<file path="config.mk">
export PLATFORM = sky130hd
export DESIGN_NAME = analog_top
export DESIGN_NICKNAME = d
export VERILOG_FILES = /design/src/rtl/analog_pkg.sv /design/src/rtl/adc_frontend.sv /design/src/rtl/dac_mixer.sv /design/src/rtl/boxcar_average.sv /design/src/rtl/dac_backend.sv /design/src/rtl/analog_top.sv
export SDC_FILE = /design/constraint.sdc
export NUM_CORES = 2
export LEC_CHECK = 0
export ABC_AREA = 1
export BUFFER_PORTS_ARGS = -buffer_cell sky130_fd_sc_hd__buf_2
export CORE_ASPECT_RATIO = 2
export CORE_MARGIN = 1.5
export CORE_UTILIZATION = 35
export CTS_BUF_LIST = sky130_fd_sc_hd__clkbuf_4 sky130_fd_sc_hd__clkbuf_8 sky130_fd_sc_hd__clkbuf_16
export CTS_CLUSTER_DIAMETER = 80
export DETAILED_ROUTE_END_ITERATION = 10
export PLACE_DENSITY = 0.6
export RECOVER_POWER = 50
export SLEW_MARGIN = 20
export SYNTH_ARGS = -nofsm -noshare
export SYNTH_HDL_FRONTEND = slang
export SYNTH_SLANG_ARGS = --single-unit
</file>
<file path="constraint.sdc">
create_clock -name adc_clk -period 3.6 [get_ports adc_clk]
set_input_delay 0.36 -clock adc_clk [delete_from_list [all_inputs] [get_ports adc_clk]]
set_output_delay 0.36 -clock adc_clk [all_outputs]
set_load 0.03 [all_outputs]
</file>
<file path="src/rtl/analog_pkg.sv">
/*
 * Shared sizes for the analog data path
 * Raw ADC width, processed sample width, averaging window constants, sample type
 */

`default_nettype none

package analog_pkg;

  //////////////////////////////////////////////////////////////////////
  // ADC input side
  //////////////////////////////////////////////////////////////////////

  localparam int ADC_RAW_W  = 16;  // Raw converter word
  localparam int ADC_DROP_W = 2;   // Low bits reserved for 16-bit parts

  //////////////////////////////////////////////////////////////////////
  // Processed samples
  //////////////////////////////////////////////////////////////////////

  // Width of every stream between blocks, ADC and DAC alike
  localparam int SMP_W = ADC_RAW_W - ADC_DROP_W;

  //////////////////////////////////////////////////////////////////////
  // Boxcar window on DAC channel A
  //////////////////////////////////////////////////////////////////////

  localparam int AVG_LOG2  = 6;               // Window depth as power of two
  localparam int AVG_LEN   = 1 << AVG_LOG2;   // 64 samples
  localparam int AVG_SUM_W = SMP_W + AVG_LOG2; // Running sum, no overflow

  // Two's complement sample, one per clock on every stream
  typedef logic signed [SMP_W-1:0] sample_t;

endpackage

`default_nettype wire

</file>
<file path="src/rtl/adc_frontend.sv">
/*
 * ADC input stage
 * Raw word capture, negative-slope to two's complement, digital loopback
 */

`timescale 1ns/1ps
`default_nettype none

module adc_frontend (
  input  logic                               adc_clk,
  input  logic                               adc_rstn,
  input  logic [analog_pkg::ADC_RAW_W-1:0]   adc_a_i,   // Raw converter word CH A
  input  logic [analog_pkg::ADC_RAW_W-1:0]   adc_b_i,   // Raw converter word CH B
  input  logic                               loop_en_i, // Feed DAC mix back to acq
  input  analog_pkg::sample_t                mix_a_i,   // Loopback source CH A
  input  analog_pkg::sample_t                mix_b_i,   // Loopback source CH B
  output analog_pkg::sample_t                adc_a_o,
  output analog_pkg::sample_t                adc_b_o
);

  import analog_pkg::*;

  logic [SMP_W-1:0] raw_a_q;  // Upper bits only
  logic [SMP_W-1:0] raw_b_q;
  sample_t          conv_a;
  sample_t          conv_b;

  //////////////////////////////////////////////////////////////////////
  // Input register, would sit in the IO block on silicon
  //////////////////////////////////////////////////////////////////////

  always_ff @(posedge adc_clk) begin
    if (!adc_rstn) begin
      raw_a_q <= '0;
      raw_b_q <= '0;
    end else begin
      raw_a_q <= adc_a_i[ADC_RAW_W-1:ADC_DROP_W];  // Drop 2 LSBs
      raw_b_q <= adc_b_i[ADC_RAW_W-1:ADC_DROP_W];
    end
  end

  //////////////////////////////////////////////////////////////////////
  // Code conversion and loopback
  //////////////////////////////////////////////////////////////////////

  // Negative slope code: keep MSB, flip the rest
  assign conv_a = {raw_a_q[SMP_W-1], ~raw_a_q[SMP_W-2:0]};
  assign conv_b = {raw_b_q[SMP_W-1], ~raw_b_q[SMP_W-2:0]};

  // Loopback bypasses the converter entirely
  assign adc_a_o = loop_en_i ? mix_a_i : conv_a;
  assign adc_b_o = loop_en_i ? mix_b_i : conv_b;

endmodule

`default_nettype wire

</file>
<file path="src/rtl/dac_mixer.sv">
/*
 * DAC mixer
 * Generator plus controller per channel, saturated to 14 bits, registered
 */

`timescale 1ns/1ps
`default_nettype none

module dac_mixer (
  input  logic                adc_clk,
  input  logic                adc_rstn,
  input  analog_pkg::sample_t gen_a_i,  // Signal generator CH A
  input  analog_pkg::sample_t gen_b_i,  // Signal generator CH B
  input  analog_pkg::sample_t ctl_a_i,  // Controller output CH A
  input  analog_pkg::sample_t ctl_b_i,  // Controller output CH B
  output analog_pkg::sample_t mix_a_o,
  output analog_pkg::sample_t mix_b_o
);

  import analog_pkg::*;

  logic signed [SMP_W:0] sum_a;  // One guard bit
  logic signed [SMP_W:0] sum_b;
  sample_t               sat_a;
  sample_t               sat_b;

  // Clamp a one-bit-wide sum back into the sample range
  function automatic sample_t saturate(input logic signed [SMP_W:0] sum);
    sample_t res;
    if (sum[SMP_W] ^ sum[SMP_W-1]) begin    // Top two bits disagree
      res = {sum[SMP_W], {(SMP_W-1){~sum[SMP_W]}}};  // 0x1FFF or 0x2000
    end else begin
      res = sum[SMP_W-1:0];
    end
    return res;
  endfunction

  //////////////////////////////////////////////////////////////////////
  // Sum and saturate
  //////////////////////////////////////////////////////////////////////

  assign sum_a = gen_a_i + ctl_a_i;  // Sign extended to 15 bits
  assign sum_b = gen_b_i + ctl_b_i;

  assign sat_a = saturate(sum_a);
  assign sat_b = saturate(sum_b);

  // Output register
  always_ff @(posedge adc_clk) begin
    if (!adc_rstn) begin
      mix_a_o <= '0;
      mix_b_o <= '0;
    end else begin
      mix_a_o <= sat_a;
      mix_b_o <= sat_b;
    end
  end

endmodule

`default_nettype wire

</file>
<file path="src/rtl/boxcar_average.sv">
/*
 * Running average over a 64 sample window
 * Circular buffer with wrapping index, running sum, arithmetic shift out
 */

`timescale 1ns/1ps
`default_nettype none

module boxcar_average (
  input  logic                adc_clk,
  input  logic                adc_rstn,
  input  analog_pkg::sample_t smp_i,  // New sample every clock
  output analog_pkg::sample_t avg_o   // floor(window sum / 64)
);

  import analog_pkg::*;

  sample_t                     win_q [AVG_LEN];  // Last AVG_LEN samples
  logic [AVG_LOG2-1:0]         idx_q;            // Oldest entry, next to overwrite
  logic signed [AVG_SUM_W-1:0] sum_q;            // Sum of whole window
  logic signed [AVG_SUM_W-1:0] sum_nxt;
  logic signed [AVG_SUM_W-1:0] sum_shr;
  sample_t                     old_smp;

  //////////////////////////////////////////////////////////////////////
  // Window update
  //////////////////////////////////////////////////////////////////////

  assign old_smp = win_q[idx_q];  // Leaves the window this cycle

  // All operands signed, so both samples sign extend to sum width
  assign sum_nxt = sum_q + smp_i - old_smp;

  always_ff @(posedge adc_clk) begin
    if (!adc_rstn) begin
      idx_q <= '0;
      sum_q <= '0;
      for (int i = 0; i < AVG_LEN; i++) begin
        win_q[i] <= '0;  // Restart with an all zero window
      end
    end else begin
      win_q[idx_q] <= smp_i;      // Overwrite oldest
      sum_q        <= sum_nxt;
      idx_q        <= idx_q + 1'b1; // Wraps at 64 by width
    end
  end

  //////////////////////////////////////////////////////////////////////
  // Output scaling
  //////////////////////////////////////////////////////////////////////

  // Arithmetic shift rounds toward minus infinity
  assign sum_shr = sum_q >>> AVG_LOG2;

  // Shifted sum always fits the sample range
  assign avg_o = sum_shr[SMP_W-1:0];

endmodule

`default_nettype wire

</file>
<file path="src/rtl/dac_backend.sv">
/*
 * DAC output register
 * Two's complement samples to negative-slope offset code, both channels
 */

`timescale 1ns/1ps
`default_nettype none

module dac_backend (
  input  logic                           adc_clk,
  input  logic                           adc_rstn,
  input  analog_pkg::sample_t            dac_a_i,  // Averaged CH A
  input  analog_pkg::sample_t            dac_b_i,  // Mixed CH B, no averaging
  output logic [analog_pkg::SMP_W-1:0]   dac_a_o,  // Converter code CH A
  output logic [analog_pkg::SMP_W-1:0]   dac_b_o   // Converter code CH B
);

  import analog_pkg::*;

  logic [SMP_W-1:0] code_a;
  logic [SMP_W-1:0] code_b;

  // Keep sign bit, invert magnitude bits
  function automatic logic [SMP_W-1:0] to_dac_code(input sample_t smp);
    return {smp[SMP_W-1], ~smp[SMP_W-2:0]};
  endfunction

  //////////////////////////////////////////////////////////////////////
  // Formatting
  //////////////////////////////////////////////////////////////////////

  assign code_a = to_dac_code(dac_a_i);
  assign code_b = to_dac_code(dac_b_i);

  // Converter pins see stable registered codes
  always_ff @(posedge adc_clk) begin
    if (!adc_rstn) begin
      dac_a_o <= '0;
      dac_b_o <= '0;
    end else begin
      dac_a_o <= code_a;
      dac_b_o <= code_b;
    end
  end

endmodule

`default_nettype wire

</file>
<file path="src/rtl/analog_top.sv">
/*
 * Analog data path top level
 * ADC frontend, DAC mixer, channel A boxcar average, DAC backend
 */

`timescale 1ns/1ps
`default_nettype none

module analog_top (
  input  logic                               adc_clk,
  input  logic                               adc_rstn,
  // ADC pins
  input  logic [analog_pkg::ADC_RAW_W-1:0]   adc_a_i,
  input  logic [analog_pkg::ADC_RAW_W-1:0]   adc_b_i,
  input  logic                               loop_en_i,  // Digital loopback
  // Generator and controller streams
  input  analog_pkg::sample_t                gen_a_i,
  input  analog_pkg::sample_t                gen_b_i,
  input  analog_pkg::sample_t                ctl_a_i,
  input  analog_pkg::sample_t                ctl_b_i,
  // Acquisition stream out
  output analog_pkg::sample_t                adc_a_o,
  output analog_pkg::sample_t                adc_b_o,
  // DAC pins
  output logic [analog_pkg::SMP_W-1:0]       dac_a_o,
  output logic [analog_pkg::SMP_W-1:0]       dac_b_o
);

  import analog_pkg::*;

  sample_t mix_a;  // Saturated mix, also loopback source
  sample_t mix_b;
  sample_t avg_a;  // Channel A after averaging

  //////////////////////////////////////////////////////////////////////
  // Acquisition side
  //////////////////////////////////////////////////////////////////////

  adc_frontend i_adc_frontend (
    .adc_clk   (adc_clk  ),
    .adc_rstn  (adc_rstn ),
    .adc_a_i   (adc_a_i  ),
    .adc_b_i   (adc_b_i  ),
    .loop_en_i (loop_en_i),
    .mix_a_i   (mix_a    ),
    .mix_b_i   (mix_b    ),
    .adc_a_o   (adc_a_o  ),
    .adc_b_o   (adc_b_o  )
  );

  //////////////////////////////////////////////////////////////////////
  // Generation side
  //////////////////////////////////////////////////////////////////////

  dac_mixer i_dac_mixer (
    .adc_clk  (adc_clk ),
    .adc_rstn (adc_rstn),
    .gen_a_i  (gen_a_i ),
    .gen_b_i  (gen_b_i ),
    .ctl_a_i  (ctl_a_i ),
    .ctl_b_i  (ctl_b_i ),
    .mix_a_o  (mix_a   ),
    .mix_b_o  (mix_b   )
  );

  // Only channel A is smoothed
  boxcar_average i_boxcar_average (
    .adc_clk  (adc_clk ),
    .adc_rstn (adc_rstn),
    .smp_i    (mix_a   ),
    .avg_o    (avg_a   )
  );

  dac_backend i_dac_backend (
    .adc_clk  (adc_clk ),
    .adc_rstn (adc_rstn),
    .dac_a_i  (avg_a   ),
    .dac_b_i  (mix_b   ),  // Straight through, no window
    .dac_a_o  (dac_a_o ),
    .dac_b_o  (dac_b_o )
  );

endmodule

`default_nettype wire

</file>
==> metrics <==
CP Launch Type=flop; Tcrit/Tclk final=110%; pin count of the biggest net entering global routing=65; area grow syn2layout=25.0%; Final Hold Fails=0; min cycle time layout=slightly below 4000 ps; max-cap viol count=0; DRT Wirelength=~160 mm; clk_lat worst skew=~700 ps; Synth async-reset ratio=0%; Placed Area=between 50000 and 60000 µm²; Crit path depth=24; synthesized net count=about 4.6k; I/O Buffers=between 100 and 150; design area=roughly 56000 µm²; final clock skew=between 30 and 40 ps; TritonCTS buffer count=84; failing checks=setup timing; Remaining Overflow, GRT=0; maximum buffer depth of the clock tree=3; gr usage total=24.1%; FF-to-FF Start=i_boxcar_average.idx_q[1]$_SDFF_PN0_; Crit Path Max Fanout=7; DR vias/cell=5.32; headroom to the max-slew limit=around a quarter; delay-heaviest family, CP=buffers and inverters; Max VDD drop=667 µV; IO Count=~150; area of the core=roughly 130000 µm²; total number of yosys warnings=0; vias in the first global route=approximately 36k; slew at the pin with the worst max-slew slack=about 1100 ps; arrival time of the worst setup path=4540 ps; Nets=5120; Pre-antenna DRT Iters=9; status=finished with violations; pins over their slew limit=0; Routed WL per cell=approximately 24 µm; initial antenna violation count=1; DP HPWL=around 110 mm; P_leak=22.2 nW; EDFF count, synth=~900; Cell Area, Synth=45000 µm²; Worst Path Required=4180 ps; PwrDens=570 nW/µm²; Initial Utilization=a little over a third; CP bufs+invs=7; Setup crit end kind=flop; Worst Setup Slack post-DPL=-1070 ps; first-pass GRT wire length=about 230 mm; r2r endpoint=i_boxcar_average.sum_q[14]$_SDFF_PN0_; Placer Congestion=a little over 0.9; Die H=a little over 500 µm; post-synthesis sequential area ratio=around 65%; Worst Setup SP=i_boxcar_average.idx_q[1]$_SDFF_PN0_; remaining antenna violation count after routing=0; crit path kind=reg2reg; final setup fails=16; final core utilization=44.2%; Setup WS post-layout=-363 ps; Pwr Total=32.1 mW; CTS sink cnt=1006; RSZ-0062 raised after global routing=true; crit path to=i_boxcar_average.sum_q[14]$_SDFF_PN0_; R2R setup slack=-360 ps; TritonCTS clock tree=built; Post-Syn Area per Cell=roughly 10 µm²; vias after detailed routing=35.7k; DRC Markers=0; fillcell total=between 10k and 15k; worst min-delay path category=in2reg; Post-Syn Instances=roughly 4.5k; layout cells sized above 1=about a quarter; Synth cell types=42; ys flop type=edfxtp_1; Worst path max stage delay=approximately 570 ps; Clock Tree Root=clkbuf_16; worst r2r path cells=24; Slowest cell on crit path=fa_1; First DRT Iteration DRCs=between 3k and 4k; FMAX=about 0.25 GHz; total die area=131000 µm²; H-tree levels=3; clock-pin slew on the worst setup and hold paths=approximately 70 ps; Die W=256 µm; CP Cell Sequence=buf_6 > nand2_4 > nor2_4 > buf_12 > buf_4 > buf_6 > a22oi_2 > nand3_1 > o21ai_2 > nand2_2 > buf_6 > nor2_2 > nand2_2 > fa_1 > inv_2 > ha_4 > nand2_4 > nor2_4 > nand4_1 > o211ai_1 > buf_4 > nand2_4 > a21oi_2 > nor2_1; Rows=roughly 190; Yosys reg bits=approximately 1k
-- registers in the layout, summed over array words and instances (netlist names) --
| register | flops |
|---|---|
| i_dac_mixer.mix_a_o | 14 |
| i_adc_frontend.raw_b_q | 14 |
| i_boxcar_average.idx_q | 6 |
| i_dac_mixer.mix_b_o | 14 |
| i_boxcar_average.win_q | 896 |
| i_dac_backend.dac_a_o | 14 |
| i_dac_backend.dac_b_o | 14 |
| i_boxcar_average.sum_q | 20 |
| i_adc_frontend.raw_a_q | 14 |
-- worst min-delay path by stage --
stage	from	end	slack (ps)	cells after the start
4_1_cts	ctl_a_i[0]	i_dac_mixer.mix_a_o[0]$_SDFF_PN0_	50	4
3_5_place_dp	i_dac_mixer.mix_b_o[0]$_SDFF_PN0_	i_dac_backend.dac_b_o[0]$_SDFF_PN0_	400	1
5_1_grt	ctl_a_i[0]	i_dac_mixer.mix_a_o[0]$_SDFF_PN0_	90	4
3_3_place_gp	i_dac_mixer.mix_b_o[7]$_SDFF_PN0_	i_dac_backend.dac_b_o[7]$_SDFF_PN0_	400	1
2_1_floorplan	i_dac_mixer.mix_b_o[0]$_SDFF_PN0_	i_dac_backend.dac_b_o[0]$_SDFF_PN0_	390	1
6_report	ctl_a_i[0]	i_dac_mixer.mix_a_o[0]$_SDFF_PN0_	80	4
-- through the flow --
stage          TNS [ps]  hold WS, ps  instances
6_report          -3920         80.5       6710
5_1_grt           -5530         92.5       6710
3_3_place_gp     -13830          403       6441
3_5_place_dp     -14850          402       6441
4_1_cts           -3390         45.5       6681
2_1_floorplan         0          392       4480
-- routing by layer --
metal | vias to the layer above | wire length, µm | GRT usage, %
met5 | - | 0 | 0
met4 | 0 | 16000 | 21.4
met3 | 535 | 9630 | 2.85
met2 | 1734 | 84500 | 44.7
met1 | 17470 | 50900 | 23.5
li1 | 15949 | - | -
-- power breakdown --
group	switching [mW]	leakage [nW]	internal (mW)
registers	0.257	10.2	13.3
logic	5.30	10.6	3.35
clock network	4.45	1.43	5.43
-- worst min-delay path, delay by kind of cell --
family / cells / cell delay (ps)
and+or+nand+nor: 1 / 90
AOI/OAI and AO/OA: 1 / 50
adders and majority gates: 1 / 140
buffers and inverters: 1 / 80
-- cell usage after synthesis (4+ instances only) --
cell       number  area, µm²
nor2_1       1045       3920
nand2_1      1025       3850
edfxtp_1      896      26900
inv_1         222        833
o21ai_0       161        806
nand3_1       156        781
clkbuf_1      146        548
buf_2         144        721
nand4_1       114        713
dfxtp_1       110       2200
a21oi_1       107        536
a22oi_1        84        631
ha_1           50        626
o21ai_1        42        210
nand3_2        34        340
fa_1           21        420
buf_4          13       97.6
o2bb2ai_1      13        114
xor2_1         11       96.3
inv_2           9       33.8
nor3_1          9       45.0
xnor2_1         9       78.8
buf_6           8       90.1
buf_1           7       26.3
o2111ai_1       7       61.3
o21bai_1        6       45.0
nand3b_1        4       30.0
o21a_1          4       30.0
-- what timing repair did --
item,CTS,global route
buffers inserted,55,38
cloned,8,3
hold buffers,28,0
resized for setup,294,235
endpoints found under the setup margin,18,17
hold endpoints to repair,28,0
pin swaps,83,129
-- layout make-up --
cell class	instances	area [µm²]	share of cell area, %
tap	1683	2110	3.74
antenna	1	2.50	0.00445
inverter	231	926	1.65
sequential	1006	29100	51.8
clock inverter	52	586	1.04
clock buffer	102	2320	4.13
multi-input combinational	2925	15000	26.7
timing repair buffer	710	6170	11.0
-- cell usage in the layout (no fill, tap or decap), drive strengths merged, types with 28 or more instances in the layout --
cell type       n
dfxtp         110
inv           232
dlygate4sd3    28
edfxtp        896
nand4         114
nand2        1026
clkbuf        108
a21oi         107
buf           675
nand3         191
a22oi          84
o21ai         203
nor2         1047
ha             50
clkinv         36
-- cells by family after synthesis --
family / Yosys count / synth area share (%)
flops: 1006 / 64.7
compound gates: 434 / 5.57
simple gates: 2399 / 21.8
xor+xnor: 20 / 0.389
mux: 1 / 0.0250
buf+inv: 549 / 5.22
fa+ha+maj: 71 / 2.33
Note: power is estimated with default switching activity, not from simulation.
